$ cat src/source/isa_pkg.sv
`default_nettype none

package isa_pkg;

    localparam int XLEN  = 32;  // word width
    localparam int REG_W = 5;   // register index width

    // major opcodes of the supported subset
    typedef enum logic [6:0] {
        OPC_OP     = 7'b0110011,
        OPC_OP_IMM = 7'b0010011,
        OPC_LUI    = 7'b0110111,
        OPC_LOAD   = 7'b0000011,
        OPC_STORE  = 7'b0100011,
        OPC_BRANCH = 7'b1100011,
        OPC_JAL    = 7'b1101111,
        OPC_SYSTEM = 7'b1110011
    } opcode_e;

    // alu funct3
    localparam logic [2:0] F3_ADD_SUB = 3'b000;
    localparam logic [2:0] F3_SLT     = 3'b010;
    localparam logic [2:0] F3_XOR     = 3'b100;
    localparam logic [2:0] F3_OR      = 3'b110;
    localparam logic [2:0] F3_AND     = 3'b111;

    localparam logic [2:0] F3_LW    = 3'b010;  // word loads and stores only
    localparam logic [2:0] F3_SW    = 3'b010;
    localparam logic [2:0] F3_BEQ   = 3'b000;
    localparam logic [2:0] F3_BNE   = 3'b001;
    localparam logic [2:0] F3_CSRRW = 3'b001;

    localparam logic [6:0] F7_BASE = 7'b0000000;
    localparam logic [6:0] F7_SUB  = 7'b0100000;  // sub in R-type

    // the one writable csr, mirrored on the csr output port
    localparam logic [11:0] CSR_TOHOST = 12'h51e;

endpackage

`default_nettype wire

$ cat src/source/pipe_pkg.sv
`default_nettype none

package pipe_pkg;

    typedef enum logic [2:0] {
        ALU_ADD, ALU_SUB, ALU_AND, ALU_OR, ALU_XOR, ALU_SLT, ALU_PASS_B
    } alu_op_e;

    typedef enum logic [1:0] {WB_ALU, WB_MEM, WB_LINK} wb_sel_e;

    typedef struct packed {
        logic                      valid;
        logic [isa_pkg::XLEN-1:0]  pc;
        logic [isa_pkg::XLEN-1:0]  inst;
    } fetch_t;

    typedef struct packed {
        logic                      valid;
        logic [isa_pkg::XLEN-1:0]  pc;
        logic [isa_pkg::REG_W-1:0] rs1;
        logic [isa_pkg::REG_W-1:0] rs2;
        logic [isa_pkg::XLEN-1:0]  rs1_val;
        logic [isa_pkg::XLEN-1:0]  rs2_val;
        logic [isa_pkg::XLEN-1:0]  imm;
        logic [isa_pkg::REG_W-1:0] rd;
        alu_op_e                   alu_op;
        logic                      use_imm;    // imm replaces rs2 as alu operand b
        logic                      is_branch;
        logic                      branch_ne;
        logic                      is_jal;
        logic                      mem_read;
        logic                      mem_write;
        logic                      csr_write;
        logic                      reg_write;
        wb_sel_e                   wb_sel;
    } dec_ex_t;

    typedef struct packed {
        logic                      valid;
        logic [isa_pkg::REG_W-1:0] rd;
        logic                      reg_write;
        wb_sel_e                   wb_sel;
        logic [isa_pkg::XLEN-1:0]  alu_result;
        logic [isa_pkg::XLEN-1:0]  link;       // pc + 4 of a jal
    } ex_wb_t;

    typedef struct packed {
        logic [isa_pkg::XLEN-1:0]  addr;
        logic [isa_pkg::XLEN-1:0]  wdata;
        logic                      we;
    } mem_req_t;

    typedef struct packed {
        logic                      we;
        logic [isa_pkg::REG_W-1:0] addr;
        logic [isa_pkg::XLEN-1:0]  data;
    } reg_wr_t;

endpackage

`default_nettype wire

$ cat src/source/writeback_stage.sv
`timescale 1ns/10ps
`default_nettype none

module writeback_stage (
    input  wire pipe_pkg::ex_wb_t         ex_i,
    input  wire logic [isa_pkg::XLEN-1:0] mem_rdata_i,
    output pipe_pkg::reg_wr_t             wr_o
);

    always_comb begin
        wr_o.we   = ex_i.valid && ex_i.reg_write && ex_i.rd != '0;  // x0 writes dropped
        wr_o.addr = ex_i.rd;
        case (ex_i.wb_sel)
            pipe_pkg::WB_ALU:  wr_o.data = ex_i.alu_result;
            pipe_pkg::WB_MEM:  wr_o.data = mem_rdata_i;
            pipe_pkg::WB_LINK: wr_o.data = ex_i.link;
            default:           wr_o.data = '0;
        endcase
    end

endmodule

`default_nettype wire
$ cat config.mk
export PLATFORM = sky130hd
export DESIGN_NAME = writeback_stage
export DESIGN_NICKNAME = d
export VERILOG_FILES = /design/src/source/isa_pkg.sv /design/src/source/pipe_pkg.sv /design/src/source/writeback_stage.sv
export SDC_FILE = /design/constraint.sdc
export NUM_CORES = 1
export LEC_CHECK = 0
export ABC_AREA = 1
export BUFFER_PORTS_ARGS = -buffer_cell sky130_fd_sc_hd__buf_2
export CORE_AREA = 2 2 54 56
export DETAILED_ROUTE_END_ITERATION = 16
export DIE_AREA = 0 0 56 58
export GPL_TIMING_DRIVEN = 0
export MAX_ROUTING_LAYER = met4
export PLACE_DENSITY = 0.85
export SETUP_SLACK_MARGIN = 0.4
export SLEW_MARGIN = 10
export SYNTH_ARGS = -nofsm -noshare
export SYNTH_HDL_FRONTEND = slang
export SYNTH_SLANG_ARGS = --single-unit
$ cat constraint.sdc
create_clock -name vclk -period 1.95
set_clock_uncertainty 0.05 [all_clocks]
set_input_delay 0.39 -clock vclk [all_inputs]
set_output_delay 0.39 -clock vclk [all_outputs]
set_load 0.05 [all_outputs]
==> flow_metrics.py <==
metrics = {
    "route": {
        "wl_per_cell_um": 18.78,
        "via_per_inst": 5.408,
        "firstDrtPassIters": 4,
        "routed_wl_um": 6405,
        "drt_iter0_drc": 87,
        "via_count": 1844,
        "ant_nets": 0,
        "drc_errors": 0,
    },
    "worst_setup_path": {
        "crit_required_ns": 1.51,
        "cp_data_arrival_time_ns": 1.27,
        "crit_start": "ex_i[65]",
        "path_cells": "buf_12 -> nor2_4 -> buf_6 -> nand2_1 -> nand3_4 -> buf_8",
        "max_stage_delay_ns": 0.18,
        "critPathLaunchType": "primary input",
        "path_class": "in -> out",
        "critical-path-top-delay-family": "simple AND/OR/NAND/NOR gates",
        "endpoint_kind": "primary output",
        "cp_max_fo": 10,
        "path_buf_inv": 3,
        "cp_slowest_cell": "nor2_4",
    },
    "sta": {
        "final_hold_viol_count": 0,
        "drv_slew": 0,
        "finalSetupViolCount": 0,
        "fin_crit_sh_pct": 87.71,
        "slew_headroom_pct": 83.25,
        "fmax_ghz": 0.5847,
        "worst_pin_slew_ns": 0.2530,
        "rsz0062_at_grt": "true",
        "tns_ns": 0,
        "fin_crit_ns": 1.710,
    },
    "cells_and_area": {
        "finalNonFillerCells": 341,
        "antenna_cells": 0,
        "final_common_cell": "buf_2",
        "finalNetCount": 417,
        "layout-drive-gt1-share_pct": 83.23,
        "synthToLayoutAreaGrowth_pct": 244.5,
        "n_clock_buffer": 0,
        "nFlopsAndLatches": 0,
        "fillCellCount": 127,
        "final_cell_mix": "109 x buf_2, 46 x nand2_1, 41 x nand2_2",
        "seqCellArea_um2": 0,
        "final_util_pct": 88.72,
    },
    "synth": {
        "synth_cells": 155,
        "synth_nets": 260,
        "synth_top_area_share_pct": 53.65,
        "ys_seq_area_share_pct": 0,
        "yosysUniqueCellTypes": 9,
        "netlist_area_um2": 685.7,
        "avgSynthCellArea_um2": 4.424,
        "synthTopCellsByArea": "nand2_1 54%, nand3_1 24%, buf_4 12%",
        "yosysTopAreaCell": "nand2_1",
        "ys_warn_count": 0,
    },
    "floorplanning": {
        "die-area_mm2": 0.003248,
        "die_h_um": 58,
        "rows": 19,
        "die_w_um": 56,
        "num_io_pins": 143,
        "core_mm2": 0.002663,
        "start_util_pct": 25.75,
    },
    "grt": {
        "grt_pass1_vias": 1718,
        "grt_pass1_wl_um": 7686,
        "grt_max_degree": 11,
        "grt_overflow": 0,
        "track_usage_pct": 30.35,
        "antenna_found_initial": 0,
    },
    "run": {
        "max_cap_viol_count": 0,
    },
    "clock_tree": {
        "holdBufCountCts": 0,
    },
    "pwr": {
        "p_int_mw": 0.3545,
        "p_sw_mw": 0.4838,
        "power.clock.fraction_pct": 0,
        "total_power_mw": 0.8384,
        "pwr-share-comb_pct": 100.0,
        "leakage_nw": 1.415,
        "switching_share_pct": 57.71,
        "power_frac_seq_pct": 0,
        "irDropWorstVdd_v": 0.0002685,
        "power_density_mw_per_mm2": 354.9,
    },
    "placed_design": {
        "dp.cells": 329,
        "routabilityCongestion": 0.7231,
        "dp_hpwl_um": 2848,
        "port_buffers": 143,
    },
    "hold_path": {
        "hp-start": "mem_rdata_i[17]",
        "min_path_type": "in -> out",
    },
    "run_status": {
        "status": "complete, no violations",
    },
}
-- Yosys cell counts, drive strengths merged --
cell / count
buf: 14
inv: 5
nand2: 98
nand3: 33
nor2: 5
-- through the flow --
| step | hold slack, ns | cell area, µm² | worst slack (ns) |
|---|---|---|---|
| 6_report | 1.062 | 2362 | 0.2397 |
| 5_1_grt | 1.068 | 2362 | 0.2267 |
| 4_1_cts | 1.055 | 2176 | 0.3373 |
| 3_5_place_dp | 1.135 | 1590 | 0.1059 |
| 3_3_place_gp | 1.135 | 1590 | 0.1153 |
| 2_1_floorplan | 0.8971 | 835.8 | 0.4226 |
-- layout make-up --
class              count  area, µm²  share of cell area (%)
multi-input cells    136      934.6                   39.57
repair buffers       155       1207                   51.11
plain buffers         14      157.7                   6.674
inverters              5      23.77                   1.006
well taps             31      38.79                   1.642
-- worst paths after layout --
check	endpoint	slack [ns]	cells past startpoint
setup / recovery	wr_o[16]	0.24	6
hold / removal	wr_o[17]	1.06	4
-- tightest hold or removal path: stages --
cell and delay, ns:
buf_2 0.08, nand2_1 0.05, nand3_2 0.06, buf_8 0.14
-- power groups by stage --
stage / logic, mW / clock network (mW) / registers [mW]
global route: 0.867 / 0 / 0
finish: 0.838 / 0 / 0
floorplan: 0.371 / 0 / 0
detailed placement: 0.554 / 0 / 0
CTS: 0.749 / 0 / 0
global placement: 0.549 / 0 / 0
-- cells by family after synthesis --
kind of cell / after synthesis / share of synthesized area (%)
buffers and inverters: 19 / 16.97
AND/OR/NAND/NOR: 136 / 83.03
-- what timing repair did --
item / 4_1_cts / 5_1_grt
pin swaps: 21 / 23
cloned: 6 / 0
buffers inserted: 5 / 1
resized for setup: 154 / 50
endpoints found under the setup margin: 32 / 32
-- metal layers --
layer | routed length, µm | GRT usage [%] | part of all wire [%] | up-vias
li1 | - | - | - | 798
met4 | 507 | 12.24 | 7.9 | 0
met3 | 671 | 6.250 | 10 | 50
met1 | 2075 | 30.46 | 32 | 832
met5 | 0 | - | 0 | -
met2 | 3151 | 57.31 | 49 | 164
Note: power is estimated with default switching activity, not from simulation.
