[config.mk]
export PLATFORM = sky130hd
export DESIGN_NAME = register_file
export DESIGN_NICKNAME = d
export VERILOG_FILES = /design/src/source/isa_pkg.sv /design/src/source/pipe_pkg.sv /design/src/source/register_file.sv
export SDC_FILE = /design/constraint.sdc
export NUM_CORES = 2
export LEC_CHECK = 0
export BUFFER_PORTS_ARGS = -buffer_cell sky130_fd_sc_hd__buf_2
export CAP_MARGIN = 20
export CORE_ASPECT_RATIO = 0.6
export CORE_MARGIN = 1
export CORE_UTILIZATION = 50
export CTS_BUF_LIST = sky130_fd_sc_hd__clkbuf_16
export DETAILED_ROUTE_END_ITERATION = 8
export HOLD_SLACK_MARGIN = 0.08
export PLACE_DENSITY_LB_ADDON = 0.2
export SLEW_MARGIN = 5
export SYNTH_ARGS = -nofsm -noshare
export SYNTH_HDL_FRONTEND = slang
export SYNTH_SLANG_ARGS = --single-unit
[constraint.sdc]
create_clock -name clk -period 3.4 [get_ports clk]
set_input_delay 0.68 -clock clk [delete_from_list [all_inputs] [get_ports clk]]
set_output_delay 0.68 -clock clk [all_outputs]
set_load 0.005 [all_outputs]
[src/source/isa_pkg.sv]
`default_nettype none

package isa_pkg;

    localparam int XLEN  = 32;  // word width
    localparam int REG_W = 5;   // register index width

    // major opcodes of the supported subset
    typedef enum logic [6:0] {
        OPC_OP     = 7'b0110011,
        OPC_OP_IMM = 7'b0010011,
        OPC_LUI    = 7'b0110111,
        OPC_LOAD   = 7'b0000011,
        OPC_STORE  = 7'b0100011,
        OPC_BRANCH = 7'b1100011,
        OPC_JAL    = 7'b1101111,
        OPC_SYSTEM = 7'b1110011
    } opcode_e;

    // alu funct3
    localparam logic [2:0] F3_ADD_SUB = 3'b000;
    localparam logic [2:0] F3_SLT     = 3'b010;
    localparam logic [2:0] F3_XOR     = 3'b100;
    localparam logic [2:0] F3_OR      = 3'b110;
    localparam logic [2:0] F3_AND     = 3'b111;

    localparam logic [2:0] F3_LW    = 3'b010;  // word loads and stores only
    localparam logic [2:0] F3_SW    = 3'b010;
    localparam logic [2:0] F3_BEQ   = 3'b000;
    localparam logic [2:0] F3_BNE   = 3'b001;
    localparam logic [2:0] F3_CSRRW = 3'b001;

    localparam logic [6:0] F7_BASE = 7'b0000000;
    localparam logic [6:0] F7_SUB  = 7'b0100000;  // sub in R-type

    // the one writable csr, mirrored on the csr output port
    localparam logic [11:0] CSR_TOHOST = 12'h51e;

endpackage

`default_nettype wire

[src/source/pipe_pkg.sv]
`default_nettype none

package pipe_pkg;

    typedef enum logic [2:0] {
        ALU_ADD, ALU_SUB, ALU_AND, ALU_OR, ALU_XOR, ALU_SLT, ALU_PASS_B
    } alu_op_e;

    typedef enum logic [1:0] {WB_ALU, WB_MEM, WB_LINK} wb_sel_e;

    typedef struct packed {
        logic                      valid;
        logic [isa_pkg::XLEN-1:0]  pc;
        logic [isa_pkg::XLEN-1:0]  inst;
    } fetch_t;

    typedef struct packed {
        logic                      valid;
        logic [isa_pkg::XLEN-1:0]  pc;
        logic [isa_pkg::REG_W-1:0] rs1;
        logic [isa_pkg::REG_W-1:0] rs2;
        logic [isa_pkg::XLEN-1:0]  rs1_val;
        logic [isa_pkg::XLEN-1:0]  rs2_val;
        logic [isa_pkg::XLEN-1:0]  imm;
        logic [isa_pkg::REG_W-1:0] rd;
        alu_op_e                   alu_op;
        logic                      use_imm;    // imm replaces rs2 as alu operand b
        logic                      is_branch;
        logic                      branch_ne;
        logic                      is_jal;
        logic                      mem_read;
        logic                      mem_write;
        logic                      csr_write;
        logic                      reg_write;
        wb_sel_e                   wb_sel;
    } dec_ex_t;

    typedef struct packed {
        logic                      valid;
        logic [isa_pkg::REG_W-1:0] rd;
        logic                      reg_write;
        wb_sel_e                   wb_sel;
        logic [isa_pkg::XLEN-1:0]  alu_result;
        logic [isa_pkg::XLEN-1:0]  link;       // pc + 4 of a jal
    } ex_wb_t;

    typedef struct packed {
        logic [isa_pkg::XLEN-1:0]  addr;
        logic [isa_pkg::XLEN-1:0]  wdata;
        logic                      we;
    } mem_req_t;

    typedef struct packed {
        logic                      we;
        logic [isa_pkg::REG_W-1:0] addr;
        logic [isa_pkg::XLEN-1:0]  data;
    } reg_wr_t;

endpackage

`default_nettype wire

[src/source/register_file.sv]
`timescale 1ns/10ps
`default_nettype none

module register_file (
    input  wire logic                      clk,
    input  wire logic                      rst_n_i,
    input  wire pipe_pkg::reg_wr_t         wr_i,
    input  wire logic [isa_pkg::REG_W-1:0] ra1_i,
    input  wire logic [isa_pkg::REG_W-1:0] ra2_i,
    output logic [isa_pkg::XLEN-1:0]       rd1_o,
    output logic [isa_pkg::XLEN-1:0]       rd2_o
);

    logic [isa_pkg::XLEN-1:0] regs [1:31];  // x0 has no storage

    // x0 reads zero, a write to the same index passes straight through
    function automatic logic [isa_pkg::XLEN-1:0] read_port(
        input logic [isa_pkg::REG_W-1:0] ra,
        input pipe_pkg::reg_wr_t         wr
    );
        if (ra == '0) begin
            return '0;
        end
        if (wr.we && wr.addr == ra) begin
            return wr.data;
        end
        return regs[ra];
    endfunction

    always_ff @(posedge clk or negedge rst_n_i) begin
        if (!rst_n_i) begin
            for (int i = 1; i < 32; i++) begin
                regs[i] <= '0;
            end
        end else if (wr_i.we && wr_i.addr != '0) begin
            regs[wr_i.addr] <= wr_i.data;
        end
    end

    always_comb begin
        rd1_o = read_port(ra1_i, wr_i);
        rd2_o = read_port(ra2_i, wr_i);
    end

endmodule

`default_nettype wire

==> impl_metrics.py <==
metrics = {
    "yosys": {
        "synth_area_sq_um": 54230,
        "async_flop_share_pct": 100.0,
        "synthesis.nets": 3951,
        "syn_inst": 3901,
        "synth_seq_cells": 992,
        "ys_top_cells_by_area": "dfrtp_1 (46%), mux2_2 (24%), mux4_2 (14%)",
        "avgSynthCellArea_sq_um": 13.90,
        "synth_top_cell_area_share_pct": 45.78,
        "synth_cell_types": 58,
        "synth_ff_type": "dfrtp_1",
        "synth-edff-count": 0,
        "ys_seq_area_share_pct": 45.78,
        "ys_warn_count": 0,
        "synth.largest_area_cell": "dfrtp_1",
    },
    "critical_path": {
        "worstReg2RegEnd": "regs[95]",
        "required_ns": 2.72,
        "ff2ff_path_depth": 2,
        "crit_end": "rd2_o[29]",
        "cp.arrival_ns": 2.79,
        "path_class": "in2out",
        "r2r-start": "regs[95]",
        "cp-end-kind": "output pin",
        "cp-startpoint": "ra2_i[3]",
        "start_kind": "input pin",
        "crit_fanout": 9,
        "reg2reg_slack_ns": 2.49,
    },
    "sta": {
        "slew_headroom_pct": 33.38,
        "setup_viol": 5,
        "drv_slew": 0,
        "fin_skew_ns": 0,
        "period_share_pct": 102.2,
        "tightestPinTransition_ns": 0.9994,
        "period_needed_ns": 3.475,
        "max_clock_freq_ghz": 0.2878,
        "fin_ws_ns": -0.07487,
        "rsz0062_at_grt": "yes",
        "hold_viol": 0,
        "timing.setup.tns_ns": -0.2140,
    },
    "drt": {
        "postRouteAntennaNets": 0,
        "avgViaCountPerCell": 6.889,
        "drt_first_pass_iters": 7,
        "wl_per_cell_microns": 34.92,
        "drt_iter0_markers": 5120,
        "num_vias": 39700,
        "drc": 0,
        "drt_wl_total_microns": 201300,
    },
    "clocking": {
        "cts_tree": "built",
        "root_buffer": "clkbuf_16",
        "cts_sinks": 992,
        "clockBufferDepth": 3,
        "clkTransAtPathRegs_ns": 0.07,
        "clk_latency_ns": 0.71,
        "numCtsBuffers": 96,
        "cts_max_level": 3,
    },
    "global_route": {
        "gr-total-overflow": 0,
        "grt_usage_pct": 36.70,
        "grt_max_degree": 98,
        "first_global_vias": 39170,
        "antenna_found_initial": 10,
        "grt_pass1_wl_microns": 289300,
    },
    "die": {
        "dieArea_sq_um": 109800,
        "core_sq_um": 107400,
        "die_y_microns": 257.1,
        "ios": 114,
        "die_x_microns": 427.2,
        "start_util_pct": 50.49,
        "rows": 93,
    },
    "place": {
        "portBuffers": 113,
        "placedCellCount": 5539,
        "routabilityCongestion": 0.9313,
        "hpwl_microns": 130600,
    },
    "final_layout": {
        "drive_gt1_share_pct": 57.59,
        "nNetsFinal": 4311,
        "regMostFlops": "regs",
        "register_area_sq_um": 24820,
        "top_regs": "regs (992)",
        "largest_reg_flops": 992,
        "area_growth_pct": 20.01,
        "fillers": 8189,
        "multi_input_area_sq_um": 28420,
        "final_cell_count_no_fill": 5763,
    },
    "power_and_ir_drop": {
        "vdd_drop_max_v": 0.0004207,
        "power_leakage_uw": 0.02848,
        "power_density_nw_per_um2": 547.6,
    },
    "worst_hold_path": {
        "hp-class": "in2reg",
    },
    "status": {
        "status": "finished with violations",
        "violations": "negative setup slack",
    },
    "job": {
        "drv_cap": 0,
    },
}
## final cells by class
type	count	area share, %
antenna	2	0.007691
clock buffer	98	3.768
clock inverter	75	1.013
inverter	3	0.01730
multi-input combinational	2481	43.68
sequential	992	38.15
tap	1425	2.740
timing repair buffer	687	10.63
## what timing repair did
action	4_1_cts	5_1_grt
pin swaps	25	38
hold endpoints to repair	34	0
gates resized for setup	136	115
setup buffers	17	28
hold buffers	1	0
setup endpoints to repair	60	60
cloned	8	4
## metrics by stage
step / area [sq um] / setup slack [ns] / hold WS (ns) / total power [uW] / utilization (%)
floorplan: 54230 / 0.6053 / 0.3844 / 20870 / -
global placement: 59960 / -0.6721 / 0.4869 / 23740 / 55.82
detailed placement: 59960 / -0.6629 / 0.4934 / 24020 / 55.82
CTS: 64170 / -0.05150 / 0.2942 / 35250 / 59.75
global route: 65070 / -0.08391 / 0.3387 / 36890 / 60.59
finish: 65080 / -0.07487 / 0.3147 / 35640 / 60.59
## routing by layer
metal / wire (microns) / GRT usage [%]
met5: 62 / 0
met4: 7114 / 12.25
met3: 25220 / 12.75
met2: 82130 / 48.91
met1: 86720 / 55.16
## cell usage after synthesis (62+ instances only)
cell type,number
nor2_1,200
mux2_2,1133
dfrtp_1,992
a211oi_1,96
o22ai_1,116
clkbuf_1,165
mux4_2,337
nor3_1,74
mux2i_1,132
a221oi_1,62
buf_2,130
## worst min-delay path by stage
stage,to,cells past startpoint,startpoint
after CTS,regs[881],2,wr_i[17]
after floorplan,regs[0],0,rst_n_i
final,regs[881],2,wr_i[17]
after global placement,regs[624],1,regs[624]
after detailed placement,regs[621],1,regs[621]
after global routing,regs[881],2,wr_i[17]
## critical path, cell delays in order
cell and delay [ns]:
buf_2 0.24, buf_4 0.21, nand2b_1 0.09, buf_4 0.26, a221oi_1 0.32, buf_4 0.17, o21a_1 0.19, a211oi_2 0.09
a211oi_2 0.30, buf_2 0.22
## cells in the final DEF (no fill, tap or decap), drive strengths merged, types with 29 or more instances in the layout
cell and instances:
nor3 77, nor2b 49, buf 674, mux2i 132
nor4 49, nor2 204, clkinv 35, o21ai 33
a221oi 63, mux4 337, dfrtp 992, clkbuf 103
o22ai 116, inv 29, a221o 37, mux2 1155
a211oi 97
## power by group
part / internal (uW) / total [uW] / switching (uW)
clock network: 6060 / 11100 / 4990
logic: 4950 / 8580 / 3630
registers: 14100 / 16000 / 1880
## logic make-up after synthesis
kind of cell	count (synthesis)	synth area share, %
compound gates	402	5.512
xor+xnor	10	0.1615
buf+inv	428	4.082
flops	992	45.78
mux	1624	40.42
simple gates	445	4.049
No activity file was read; power rests on OpenSTA's default activity.
