`config.mk`:
```
export PLATFORM = sky130hd
export DESIGN_NAME = execute_stage
export DESIGN_NICKNAME = d
export VERILOG_FILES = /design/src/source/isa_pkg.sv /design/src/source/pipe_pkg.sv /design/src/source/execute_stage.sv
export SDC_FILE = /design/constraint.sdc
export NUM_CORES = 1
export LEC_CHECK = 0
export ABC_AREA = 0
export BUFFER_PORTS_ARGS = -buffer_cell sky130_fd_sc_hd__buf_2
export CORE_ASPECT_RATIO = 0.9
export CORE_UTILIZATION = 30
export DETAILED_ROUTE_END_ITERATION = 8
export SLEW_MARGIN = 20
export SYNTH_ARGS = -nofsm -noshare
export SYNTH_HDL_FRONTEND = slang
export SYNTH_SLANG_ARGS = --single-unit
```
`constraint.sdc`:
```
create_clock -name clk -period 6 [get_ports clk]
set_input_delay 0.6 -clock clk [delete_from_list [all_inputs] [get_ports clk]]
set_output_delay 0.6 -clock clk [all_outputs]
set_load 0.01 [all_outputs]
```
`src/source/isa_pkg.sv`:
```
`default_nettype none

package isa_pkg;

    localparam int XLEN  = 32;  // word width
    localparam int REG_W = 5;   // register index width

    // major opcodes of the supported subset
    typedef enum logic [6:0] {
        OPC_OP     = 7'b0110011,
        OPC_OP_IMM = 7'b0010011,
        OPC_LUI    = 7'b0110111,
        OPC_LOAD   = 7'b0000011,
        OPC_STORE  = 7'b0100011,
        OPC_BRANCH = 7'b1100011,
        OPC_JAL    = 7'b1101111,
        OPC_SYSTEM = 7'b1110011
    } opcode_e;

    // alu funct3
    localparam logic [2:0] F3_ADD_SUB = 3'b000;
    localparam logic [2:0] F3_SLT     = 3'b010;
    localparam logic [2:0] F3_XOR     = 3'b100;
    localparam logic [2:0] F3_OR      = 3'b110;
    localparam logic [2:0] F3_AND     = 3'b111;

    localparam logic [2:0] F3_LW    = 3'b010;  // word loads and stores only
    localparam logic [2:0] F3_SW    = 3'b010;
    localparam logic [2:0] F3_BEQ   = 3'b000;
    localparam logic [2:0] F3_BNE   = 3'b001;
    localparam logic [2:0] F3_CSRRW = 3'b001;

    localparam logic [6:0] F7_BASE = 7'b0000000;
    localparam logic [6:0] F7_SUB  = 7'b0100000;  // sub in R-type

    // the one writable csr, mirrored on the csr output port
    localparam logic [11:0] CSR_TOHOST = 12'h51e;

endpackage

`default_nettype wire

```
`src/source/pipe_pkg.sv`:
```
`default_nettype none

package pipe_pkg;

    typedef enum logic [2:0] {
        ALU_ADD, ALU_SUB, ALU_AND, ALU_OR, ALU_XOR, ALU_SLT, ALU_PASS_B
    } alu_op_e;

    typedef enum logic [1:0] {WB_ALU, WB_MEM, WB_LINK} wb_sel_e;

    typedef struct packed {
        logic                      valid;
        logic [isa_pkg::XLEN-1:0]  pc;
        logic [isa_pkg::XLEN-1:0]  inst;
    } fetch_t;

    typedef struct packed {
        logic                      valid;
        logic [isa_pkg::XLEN-1:0]  pc;
        logic [isa_pkg::REG_W-1:0] rs1;
        logic [isa_pkg::REG_W-1:0] rs2;
        logic [isa_pkg::XLEN-1:0]  rs1_val;
        logic [isa_pkg::XLEN-1:0]  rs2_val;
        logic [isa_pkg::XLEN-1:0]  imm;
        logic [isa_pkg::REG_W-1:0] rd;
        alu_op_e                   alu_op;
        logic                      use_imm;    // imm replaces rs2 as alu operand b
        logic                      is_branch;
        logic                      branch_ne;
        logic                      is_jal;
        logic                      mem_read;
        logic                      mem_write;
        logic                      csr_write;
        logic                      reg_write;
        wb_sel_e                   wb_sel;
    } dec_ex_t;

    typedef struct packed {
        logic                      valid;
        logic [isa_pkg::REG_W-1:0] rd;
        logic                      reg_write;
        wb_sel_e                   wb_sel;
        logic [isa_pkg::XLEN-1:0]  alu_result;
        logic [isa_pkg::XLEN-1:0]  link;       // pc + 4 of a jal
    } ex_wb_t;

    typedef struct packed {
        logic [isa_pkg::XLEN-1:0]  addr;
        logic [isa_pkg::XLEN-1:0]  wdata;
        logic                      we;
    } mem_req_t;

    typedef struct packed {
        logic                      we;
        logic [isa_pkg::REG_W-1:0] addr;
        logic [isa_pkg::XLEN-1:0]  data;
    } reg_wr_t;

endpackage

`default_nettype wire

```
`src/source/execute_stage.sv`:
```
`timescale 1ns/10ps
`default_nettype none

module execute_stage #(
    parameter int DMEM_AWIDTH = 10
) (
    input  wire logic                clk,
    input  wire logic                rst_n_i,
    input  wire pipe_pkg::dec_ex_t   dec_i,
    input  wire pipe_pkg::reg_wr_t   wb_fwd_i,
    output pipe_pkg::mem_req_t       mem_o,
    output logic                     redirect_o,
    output logic [isa_pkg::XLEN-1:0] target_o,
    output logic [isa_pkg::XLEN-1:0] csr_o,
    output logic                     csr_wr_o,
    output pipe_pkg::ex_wb_t         ex_o
);

    logic [isa_pkg::XLEN-1:0] op_a;
    logic [isa_pkg::XLEN-1:0] op_b_reg;  // rs2 after forwarding
    logic [isa_pkg::XLEN-1:0] op_b;
    logic [isa_pkg::XLEN-1:0] alu_res;
    logic                     taken;

    function automatic logic [isa_pkg::XLEN-1:0] fwd(
        input logic [isa_pkg::REG_W-1:0] idx,
        input logic [isa_pkg::XLEN-1:0]  val,
        input pipe_pkg::reg_wr_t         wb
    );
        if (wb.we && wb.addr == idx && idx != '0) begin
            return wb.data;
        end
        return val;
    endfunction

    assign op_a     = fwd(dec_i.rs1, dec_i.rs1_val, wb_fwd_i);
    assign op_b_reg = fwd(dec_i.rs2, dec_i.rs2_val, wb_fwd_i);
    assign op_b     = dec_i.use_imm ? dec_i.imm : op_b_reg;

    always_comb begin
        case (dec_i.alu_op)
            pipe_pkg::ALU_ADD:    alu_res = op_a + op_b;
            pipe_pkg::ALU_SUB:    alu_res = op_a - op_b;
            pipe_pkg::ALU_AND:    alu_res = op_a & op_b;
            pipe_pkg::ALU_OR:     alu_res = op_a | op_b;
            pipe_pkg::ALU_XOR:    alu_res = op_a ^ op_b;
            pipe_pkg::ALU_SLT:
                alu_res = {{(isa_pkg::XLEN-1){1'b0}}, $signed(op_a) < $signed(op_b)};
            pipe_pkg::ALU_PASS_B: alu_res = op_b;  // lui and csrrw
            default:              alu_res = '0;
        endcase
    end

    // branches compare the two registers, never the imm
    assign taken      = dec_i.is_branch && ((op_a == op_b_reg) != dec_i.branch_ne);
    assign redirect_o = dec_i.valid && (taken || dec_i.is_jal);
    assign target_o   = dec_i.pc + dec_i.imm;

    always_comb begin
        mem_o.addr = '0;  // address idles when there is no access
        if (dec_i.mem_read || dec_i.mem_write) begin
            mem_o.addr[DMEM_AWIDTH+1:0] = alu_res[DMEM_AWIDTH+1:0];
        end
        mem_o.wdata = op_b_reg;
        mem_o.we    = dec_i.valid && dec_i.mem_write;
    end

    always_ff @(posedge clk or negedge rst_n_i) begin
        if (!rst_n_i) begin
            ex_o     <= '0;
            csr_o    <= '0;
            csr_wr_o <= 1'b0;
        end else begin
            ex_o.valid      <= dec_i.valid;
            ex_o.rd         <= dec_i.rd;
            ex_o.reg_write  <= dec_i.reg_write;
            ex_o.wb_sel     <= dec_i.wb_sel;
            ex_o.alu_result <= alu_res;
            ex_o.link       <= dec_i.pc + 32'd4;
            csr_wr_o        <= dec_i.valid && dec_i.csr_write;
            if (dec_i.valid && dec_i.csr_write) begin
                csr_o <= op_a;
            end
        end
    end

endmodule

`default_nettype wire

```
==> flow_metrics.tcl <==
set metrics [dict create \
    die_width_um 212 \
    critPathCaptureType "output port" \
    antenna_left 0 \
    grt_max_degree 66 \
    layout_common_cells "buf_2 (379), a21oi_1 (140), ha_1 (134)" \
    setup_violations 0 \
    fillers 4028 \
    netlist_instances 1465 \
    multi_input_area_um2 8580 \
    hold_viol_final 0 \
    crit_path_start_kind "input pin" \
    clkPwrFrac 0.210 \
    critPathArrivalTime_ps 5240 \
    core_um2 38700 \
    required_ps 5400 \
    regArea_um2 2650 \
    clock_path_buffers 2 \
    postSynthAreaPerCell_um2 8.13 \
    pwr-share-comb 0.508 \
    final.setup_skew_ps 0 \
    grt-ovfl-total 0 \
    drt_wl_total_um 52100 \
    die_height_um 191 \
    gr-usage-all-layers 0.248 \
    clk_pin_slew_ps 80 \
    vias_per_cell 5.26 \
    synth_ff_type "dfrtp_1" \
    io_buffers 380 \
    dpl.hpwl_um 42500 \
    intPower_uw 1690 \
    powerDensity_nw_per_um2 190 \
    drtIter0Drc 839 \
    netlist_area_um2 11900 \
    dieArea_um2 40500 \
    period_share 0.973 \
    worst_pin_slew_ps 1010 \
    finalMaxSlewViolations 0 \
    cp_max_fo 8 \
    leakage_uw 0.00735 \
    timing.rr.start "csr_o[8]" \
    fmax_mhz 171 \
    layout.nets 2229 \
    cp-endpoint "mem_o[43]" \
    r2r_cells 2 \
    p_seq_frac 0.281 \
    drt-pass1-iter-count 5 \
    yosysTopAreaCell "dfrtp_1" \
    drc_errors 0 \
    slowest_delay_ps 470 \
    grt_pass1_wl_um 74400 \
    switching_share 0.421 \
    status "completed" \
    yosysSeqAreaShare 0.223 \
    post-route-util 0.397 \
    synthToLayoutAreaGrowth_pct 29.0 \
    num_io_pins 401 \
    drive_gt1_frac 0.310 \
    total_power_uw 2920 \
    rrSetupSlack_ps 5290 \
    start_util 0.308 \
    rows 68 \
    ys_seq_elements 106 \
    final_common_cell "buf_2" \
    period_minus_slack_ps 5840 \
    crit_type "in -> out" \
    antenna_found_initial 5 \
    hold_buffers 0 \
    switchingPower_uw 1230 \
    slowest_stage "ha_1" \
    relSlewSlack 0.318 \
    path_cells "buf_2 -> nor2_1 -> o41ai_2 -> a211oi_4 -> buf_4 -> clkbuf_16 -> buf_4 -> mux2_2 -> mux2_2 -> ha_1 -> inv_1 -> a21oi_1 -> o211ai_1 -> a21o_1 -> or3_1 -> nor2b_1 -> xnor2_1 -> a2111oi_0 -> a21oi_1 -> nor2b_1 -> buf_2" \
    gp_congestion 0.982 \
    cts_htree_levels 3 \
    yosysWarnings 0 \
    synth.area.top_cells "dfrtp_1 (22%), ha_1 (14%), xnor2_1 (7.2%)" \
    min_path_type "in -> async" \
    numCtsBuffers 9 \
    ys_types 75 \
    first_global_vias 12139 \
    async_reset_ff_frac 1.00 \
    vias 12749 \
    synth_top_area_share 0.223 \
    tritoncts "built" \
    max-vdd-ir-drop_mv 0.119 \
    cp-startpoint "wb_fwd_i[36]" \
    post_drt_wl_per_cell_um 21.5 \
    clk_latency_ps 390 \
    synth_edf_count 0 \
    cts-root-buf "clkbuf_16" \
    max_cap_violations 0 \
    rr_endpoint "csr_o[8]" \
    cts_sinks 106 \
]
[cells in the mapped netlist (27+ instances only)]
cell type / number
a21o_1: 28
a21oi_1: 140
clkbuf_1: 59
dfrtp_1: 106
ha_1: 134
inv_1: 108
mux2_2: 52
mux2i_1: 57
nand2_1: 86
nand3_1: 28
nor2_1: 126
nor3_1: 27
o21ai_0: 64
xnor2_1: 98
[flip-flops by register name, summed over array words and instances (netlist names)]
name and count:
csr_o 32, csr_wr_o 1, ex_o 73
[layer usage]
| metal | wire (µm) | GRT usage | vias up |
|---|---|---|---|
| li1 | - | - | 6048 |
| met1 | 21900 | 0.307 | 6082 |
| met3 | 3440 | 0.0508 | 87 |
| met5 | 22 | 0 | - |
| met4 | 1650 | 0.0956 | 4 |
| met2 | 25100 | 0.422 | 528 |
[logic make-up after synthesis]
group,after synthesis,synth area share
AOI/OAI and AO/OA,409,0.222
and+or+nand+nor,381,0.153
buffers and inverters,202,0.0707
adders and majority gates,137,0.146
xor gates and xnor gates,120,0.0883
muxes,109,0.0971
DFF,106,0.223
other,1,0.000315
[per-stage QoR]
stage                     setup TNS, ps  setup WS (ps)  instance area [µm²]  hold WS [ps]  instances
final                                 0            162                15400           292       2426
after global routing              -29.2          -29.2                15400           293       2426
after CTS                             0           18.2                15200           290       2417
after detailed placement          -31.9          -31.9                14900           511       2402
after global placement                0            232                14900           507       2402
after floorplan                       0            283                12000           304       1484
[layout make-up]
cell class                 count  area share
multi-input combinational   1176       0.559
timing repair buffer         492       0.181
sequential                   106       0.173
tap                          525      0.0428
inverter                     110      0.0269
clock buffer                  10      0.0156
clock inverter                 5     0.00252
antenna                        2    0.000326
[worst min path at each step]
| stage | startpoint | endpoint | depth (start not counted) |
|---|---|---|---|
| 2_1_floorplan | rst_n_i | csr_o[0] | 0 |
| 3_3_place_gp | csr_o[3] | csr_o[3] | 2 |
| 3_5_place_dp | csr_o[11] | csr_o[11] | 2 |
| 4_1_cts | dec_i[14] | ex_o[68] | 1 |
| 5_1_grt | dec_i[2] | ex_o[66] | 1 |
| 6_report | rst_n_i | csr_o[24] | 1 |
[power by group through the flow]
stage	Clock, µW	Combinational, µW	Sequential [µW]
finish	614	1490	822
global route	659	1620	831
CTS	640	1460	823
detailed placement	0	1450	835
global placement	0	1450	836
floorplan	0	817	874
[worst max-delay path, delay by kind of cell]
family / cells / cell delay, ps
multiplexers: 2 / 680
AO/OA/AOI/OAI: 7 / 1610
AND/OR/NAND/NOR: 4 / 850
adder cells (fa/ha/maj): 1 / 470
XOR/XNOR: 1 / 130
buffers and inverters: 6 / 890
[repair_timing]
item,4_1_cts,5_1_grt
endpoints found under the setup margin,1,2
cloned,0,1
setup buffers,0,6
resized for setup,1,15
pin swaps,0,6
Power figures use the tool's default switching activity.
