[src/source/isa_pkg.sv]
`default_nettype none

package isa_pkg;

    localparam int XLEN  = 32;  // word width
    localparam int REG_W = 5;   // register index width

    // major opcodes of the supported subset
    typedef enum logic [6:0] {
        OPC_OP     = 7'b0110011,
        OPC_OP_IMM = 7'b0010011,
        OPC_LUI    = 7'b0110111,
        OPC_LOAD   = 7'b0000011,
        OPC_STORE  = 7'b0100011,
        OPC_BRANCH = 7'b1100011,
        OPC_JAL    = 7'b1101111,
        OPC_SYSTEM = 7'b1110011
    } opcode_e;

    // alu funct3
    localparam logic [2:0] F3_ADD_SUB = 3'b000;
    localparam logic [2:0] F3_SLT     = 3'b010;
    localparam logic [2:0] F3_XOR     = 3'b100;
    localparam logic [2:0] F3_OR      = 3'b110;
    localparam logic [2:0] F3_AND     = 3'b111;

    localparam logic [2:0] F3_LW    = 3'b010;  // word loads and stores only
    localparam logic [2:0] F3_SW    = 3'b010;
    localparam logic [2:0] F3_BEQ   = 3'b000;
    localparam logic [2:0] F3_BNE   = 3'b001;
    localparam logic [2:0] F3_CSRRW = 3'b001;

    localparam logic [6:0] F7_BASE = 7'b0000000;
    localparam logic [6:0] F7_SUB  = 7'b0100000;  // sub in R-type

    // the one writable csr, mirrored on the csr output port
    localparam logic [11:0] CSR_TOHOST = 12'h51e;

endpackage

`default_nettype wire

[src/source/pipe_pkg.sv]
`default_nettype none

package pipe_pkg;

    typedef enum logic [2:0] {
        ALU_ADD, ALU_SUB, ALU_AND, ALU_OR, ALU_XOR, ALU_SLT, ALU_PASS_B
    } alu_op_e;

    typedef enum logic [1:0] {WB_ALU, WB_MEM, WB_LINK} wb_sel_e;

    typedef struct packed {
        logic                      valid;
        logic [isa_pkg::XLEN-1:0]  pc;
        logic [isa_pkg::XLEN-1:0]  inst;
    } fetch_t;

    typedef struct packed {
        logic                      valid;
        logic [isa_pkg::XLEN-1:0]  pc;
        logic [isa_pkg::REG_W-1:0] rs1;
        logic [isa_pkg::REG_W-1:0] rs2;
        logic [isa_pkg::XLEN-1:0]  rs1_val;
        logic [isa_pkg::XLEN-1:0]  rs2_val;
        logic [isa_pkg::XLEN-1:0]  imm;
        logic [isa_pkg::REG_W-1:0] rd;
        alu_op_e                   alu_op;
        logic                      use_imm;    // imm replaces rs2 as alu operand b
        logic                      is_branch;
        logic                      branch_ne;
        logic                      is_jal;
        logic                      mem_read;
        logic                      mem_write;
        logic                      csr_write;
        logic                      reg_write;
        wb_sel_e                   wb_sel;
    } dec_ex_t;

    typedef struct packed {
        logic                      valid;
        logic [isa_pkg::REG_W-1:0] rd;
        logic                      reg_write;
        wb_sel_e                   wb_sel;
        logic [isa_pkg::XLEN-1:0]  alu_result;
        logic [isa_pkg::XLEN-1:0]  link;       // pc + 4 of a jal
    } ex_wb_t;

    typedef struct packed {
        logic [isa_pkg::XLEN-1:0]  addr;
        logic [isa_pkg::XLEN-1:0]  wdata;
        logic                      we;
    } mem_req_t;

    typedef struct packed {
        logic                      we;
        logic [isa_pkg::REG_W-1:0] addr;
        logic [isa_pkg::XLEN-1:0]  data;
    } reg_wr_t;

endpackage

`default_nettype wire

[src/source/decode_stage.sv]
`timescale 1ns/10ps
`default_nettype none

module decode_stage (
    input  wire logic                      clk,
    input  wire logic                      rst_n_i,
    input  wire logic                      flush_i,
    input  wire pipe_pkg::fetch_t          fetch_i,
    output logic [isa_pkg::REG_W-1:0]      ra1_o,
    output logic [isa_pkg::REG_W-1:0]      ra2_o,
    input  wire logic [isa_pkg::XLEN-1:0]  rd1_i,
    input  wire logic [isa_pkg::XLEN-1:0]  rd2_i,
    output pipe_pkg::dec_ex_t              dec_o
);

    logic [isa_pkg::XLEN-1:0] inst;
    logic [2:0]               funct3;
    isa_pkg::opcode_e         opcode;
    pipe_pkg::dec_ex_t        dec;

    function automatic pipe_pkg::alu_op_e alu_from_f3(input logic [2:0] f3, input logic sub);
        case (f3)
            isa_pkg::F3_ADD_SUB: begin
                if (sub) begin
                    return pipe_pkg::ALU_SUB;
                end
                return pipe_pkg::ALU_ADD;
            end
            isa_pkg::F3_SLT: return pipe_pkg::ALU_SLT;
            isa_pkg::F3_XOR: return pipe_pkg::ALU_XOR;
            isa_pkg::F3_OR:  return pipe_pkg::ALU_OR;
            isa_pkg::F3_AND: return pipe_pkg::ALU_AND;
            default:         return pipe_pkg::ALU_ADD;
        endcase
    endfunction

    assign inst   = fetch_i.inst;
    assign funct3 = inst[14:12];
    assign opcode = isa_pkg::opcode_e'(inst[6:0]);
    assign ra1_o  = inst[19:15];
    assign ra2_o  = inst[24:20];

    always_comb begin
        dec         = '0;
        dec.valid   = fetch_i.valid;
        dec.pc      = fetch_i.pc;
        dec.rs1     = inst[19:15];
        dec.rs2     = inst[24:20];
        dec.rd      = inst[11:7];
        dec.rs1_val = rd1_i;
        dec.rs2_val = rd2_i;
        dec.alu_op  = pipe_pkg::ALU_ADD;
        dec.wb_sel  = pipe_pkg::WB_ALU;
        case (opcode)
            isa_pkg::OPC_OP: begin
                dec.alu_op    = alu_from_f3(funct3, inst[31:25] == isa_pkg::F7_SUB);
                dec.reg_write = 1'b1;
            end
            isa_pkg::OPC_OP_IMM: begin
                dec.alu_op    = alu_from_f3(funct3, 1'b0);
                dec.use_imm   = 1'b1;
                dec.imm       = {{20{inst[31]}}, inst[31:20]};
                dec.reg_write = 1'b1;
            end
            isa_pkg::OPC_LUI: begin
                dec.alu_op    = pipe_pkg::ALU_PASS_B;
                dec.use_imm   = 1'b1;
                dec.imm       = {inst[31:12], 12'b0};
                dec.reg_write = 1'b1;
            end
            isa_pkg::OPC_LOAD: begin
                dec.valid     = fetch_i.valid && funct3 == isa_pkg::F3_LW;
                dec.use_imm   = 1'b1;
                dec.imm       = {{20{inst[31]}}, inst[31:20]};
                dec.mem_read  = 1'b1;
                dec.reg_write = 1'b1;
                dec.wb_sel    = pipe_pkg::WB_MEM;
            end
            isa_pkg::OPC_STORE: begin
                dec.valid     = fetch_i.valid && funct3 == isa_pkg::F3_SW;
                dec.use_imm   = 1'b1;
                dec.imm       = {{20{inst[31]}}, inst[31:25], inst[11:7]};
                dec.mem_write = 1'b1;
            end
            isa_pkg::OPC_BRANCH: begin
                dec.valid     = fetch_i.valid &&
                                (funct3 == isa_pkg::F3_BEQ || funct3 == isa_pkg::F3_BNE);
                dec.is_branch = 1'b1;
                dec.branch_ne = funct3 == isa_pkg::F3_BNE;
                dec.imm = {{19{inst[31]}}, inst[31], inst[7], inst[30:25], inst[11:8], 1'b0};
            end
            isa_pkg::OPC_JAL: begin
                dec.is_jal    = 1'b1;
                dec.imm = {{11{inst[31]}}, inst[31], inst[19:12], inst[20], inst[30:21], 1'b0};
                dec.reg_write = 1'b1;
                dec.wb_sel    = pipe_pkg::WB_LINK;
            end
            isa_pkg::OPC_SYSTEM: begin
                // csrrw to tohost only, rd gets the zero imm
                dec.valid     = fetch_i.valid && funct3 == isa_pkg::F3_CSRRW &&
                                inst[31:20] == isa_pkg::CSR_TOHOST;
                dec.csr_write = 1'b1;
                dec.alu_op    = pipe_pkg::ALU_PASS_B;
                dec.use_imm   = 1'b1;
                dec.reg_write = 1'b1;
            end
            default: dec.valid = 1'b0;  // unsupported opcode
        endcase
    end

    always_ff @(posedge clk or negedge rst_n_i) begin
        if (!rst_n_i) begin
            dec_o <= '0;
        end else begin
            dec_o       <= dec;
            dec_o.valid <= dec.valid && !flush_i;  // killed behind a taken branch
        end
    end

endmodule

`default_nettype wire

[config.mk]
export PLATFORM = sky130hd
export DESIGN_NAME = decode_stage
export DESIGN_NICKNAME = d
export VERILOG_FILES = /design/src/source/isa_pkg.sv /design/src/source/pipe_pkg.sv /design/src/source/decode_stage.sv
export SDC_FILE = /design/constraint.sdc
export NUM_CORES = 1
export LEC_CHECK = 0
export ABC_AREA = 0
export BUFFER_PORTS_ARGS = -buffer_cell sky130_fd_sc_hd__buf_2
export CAP_MARGIN = 5
export CORE_AREA = 2 2 117 119
export DETAILED_ROUTE_END_ITERATION = 8
export DIE_AREA = 0 0 119 121
export PLACE_DENSITY = 0.8
export SETUP_SLACK_MARGIN = 0.02
export SYNTH_ARGS = -nofsm -noshare
export SYNTH_HDL_FRONTEND = slang
export SYNTH_SLANG_ARGS = --single-unit
[constraint.sdc]
create_clock -name clk -period 0.8 [get_ports clk]
set_input_delay 0 -clock clk [delete_from_list [all_inputs] [get_ports clk]]
set_output_delay 0 -clock clk [all_outputs]
set_load 0.01 [all_outputs]
==> results.yml <==
logic_synthesis:
  netlist_instances: 278
  ys_ff_latch: 157
  synth_ff_type: "dfrtp_1"
  post-synth-top-area-cell: "dfrtp_1"
  synth_edf_count: 0
  syn_area_mm2: 0.00477
  synth_area_leaders: "dfrtp_1, a21o_2, buf_4"
  synth_warnings: 0
  syn_area_per_cell_um2: 17.1
  syn_nets: 410
  synth-seq-area-share: 0.824
  ys_types: 44
  synth_top_area_frac: 0.824
  async_flop_share: 1.00
place:
  dp_slack_ns: -0.544
  dp.final_hpwl_mm: 11.4
  gp_congestion: 0.871
  io_buffers: 298
  placed_area_mm2: 0.00690
grt:
  grt_pass1_vias: 4760
  grt_pass1_wl_mm: 26.1
  grt_max_degree: 39
  antenna_found_initial: 4
  gr-total-overflow: 0
  grt_usage: 0.243
cells_and_area:
  area_delta_synth_final_pct: 94.8
  final_area_mm2: 0.00928
  n_fill_cell: 854
  largest_reg_flops: 157
  final_cell_mix: "buf_2, dfrtp_1, dlygate4sd3_1"
  nets: 898
  reg_top3: "dec_o (157)"
  layout_commonest_cell: "buf_2"
  regArea_mm2: 0.00393
  multi_input_area_um2: 838
  drive_gt1_frac: 0.562
  regMostFlops: "dec_o"
critical_path:
  crit_path_end: "dec_o[89]"
  crit_type: "flop to output port"
  path_cells: "buf_2"
  slowest_delay_ns: 0.42
  critical_path.startpoint: "dec_o[89]"
  cp.arrival_ns: 0.98
  cp.required_ns: 0.80
  path_max_fanout: 1
  cp.depth: 1
  crit_buf_inv: 1
  slowest_stage: "dfrtp_1"
  crit_family: "flip-flops"
  startpoint_type: "flop"
  endpoint_kind: "output port"
sta:
  fin_crit_ns: 0.984
  worst_pin_slew_ns: 0.329
  timing.hold.ws_ns: -0.153
  rsz0062_at_grt: "true"
  period_share: 1.23
  slew_viol_final: 0
  hold_violations: 4
  setup_viol: 176
  slew_headroom: 0.780
  layout_setup_ws_ns: -0.184
  fmax_mhz: 1020
drt:
  post_drt_wl_per_cell_um: 18.9
  drt-vias-per-instance: 4.48
  finalWirelength_mm: 18.1
  vias: 4299
  drtIter0Drc: 215
  drcViolationCount: 0
  firstDrtPassIters: 4
  ant_nets: 0
clock_tree:
  cts_buffer_depth: 2
  clkSinkCount: 157
  htreeDepth: 4
  cts-root-buf: "clkbuf_16"
  cts_buffers: 17
  cts_tree: "yes"
  clk_pin_slew_worst_paths_ns: 0.06
floorplanning:
  start_util: 0.364
  die_h_um: 121
  io_pins: 299
  placementRows: 42
  dieArea_mm2: 0.0144
  die_x_um: 119
  core_mm2: 0.0131
pwr:
  irDropWorstVdd_uv: 1300
  p_per_area_mw_per_mm2: 2070
  p_leak_nw: 4.82
run_status:
  status: "finished with violations"
  violations: "hold timing, setup timing"
job:
  cap_violations: 0
worst_hold_path:
  min_path_type: "primary input to flop"
  hold_depth: 3
-- Yosys cell counts, types with 3 or more instances --
master	instances
and3_1	5
nor2_1	12
a21o_1	3
nor3_1	4
and2_1	7
a22o_1	4
nand4_1	3
buf_4	12
dfrtp_1	157
inv_1	3
nand2_1	8
a21o_2	16
buf_6	4
-- layout make-up --
| type | count | share of cell area |
|---|---|---|
| diodes | 5 | 0.00135 |
| clock buffers | 18 | 0.0462 |
| clock inverters | 14 | 0.0222 |
| inverters | 3 | 0.00121 |
| multi-input cells | 99 | 0.0903 |
| flip-flops and latches | 157 | 0.423 |
| well taps | 176 | 0.0237 |
| repair buffers | 488 | 0.392 |
-- routing by layer --
metal	up-vias	wire [µm]	track usage
met4	0	571	0.0923
met3	38	1130	0.0780
met2	206	10000	0.435
li1	1911	-	-
met5	-	0	0
met1	2144	6380	0.271
-- how the worst min path moves through the flow --
stage | from | end | slack (ns)
floorplan | rst_n_i | dec_o[0] | -0.30
global placement | rst_n_i | dec_o[42] | -0.1
detailed placement | rst_n_i | dec_o[42] | -0.09
CTS | flush_i | dec_o[156] | -0.18
global route | flush_i | dec_o[156] | -0.16
finish | flush_i | dec_o[156] | -0.15
-- where the power goes --
part           internal (mW)  switching [mW]
combinational           1.24           0.979
clock                   5.30            3.35
sequential              8.25           0.138
total                   14.8            4.46
-- through the flow --
step                      hold slack [ns]  utilization  std cells  power, mW  TNS, ns
after floorplan                    -0.296            -        278       8.91    -9.15
after global placement            -0.0976        0.527        790       9.97   -18.93
after detailed placement          -0.0902        0.527        790       10.0   -19.52
after CTS                          -0.183        0.691        950       19.1   -20.99
after global routing               -0.162        0.709        958       20.0   -25.19
final                              -0.153        0.709        960       19.3   -19.41
-- logic make-up (layout without fill, tap and decap cells) --
kind of cell    after synthesis  in the layout  synth area share
buf+inv                      22            523            0.0336
xor+xnor                      1              1           0.00184
flops                       157            157             0.824
simple gates                 57             57            0.0693
other cells                   0              5                 0
compound gates               40             40            0.0688
mux                           1              1           0.00210
-- timing repair --
action,4_1_cts,5_1_grt
gates cloned,1,0
setup endpoints to repair,190,194
hold endpoints to repair,307,12
pin swaps,8,7
gates resized for setup,52,31
hold buffers,122,5
buffers inserted,5,4
(Power assumes the default switching activity.)
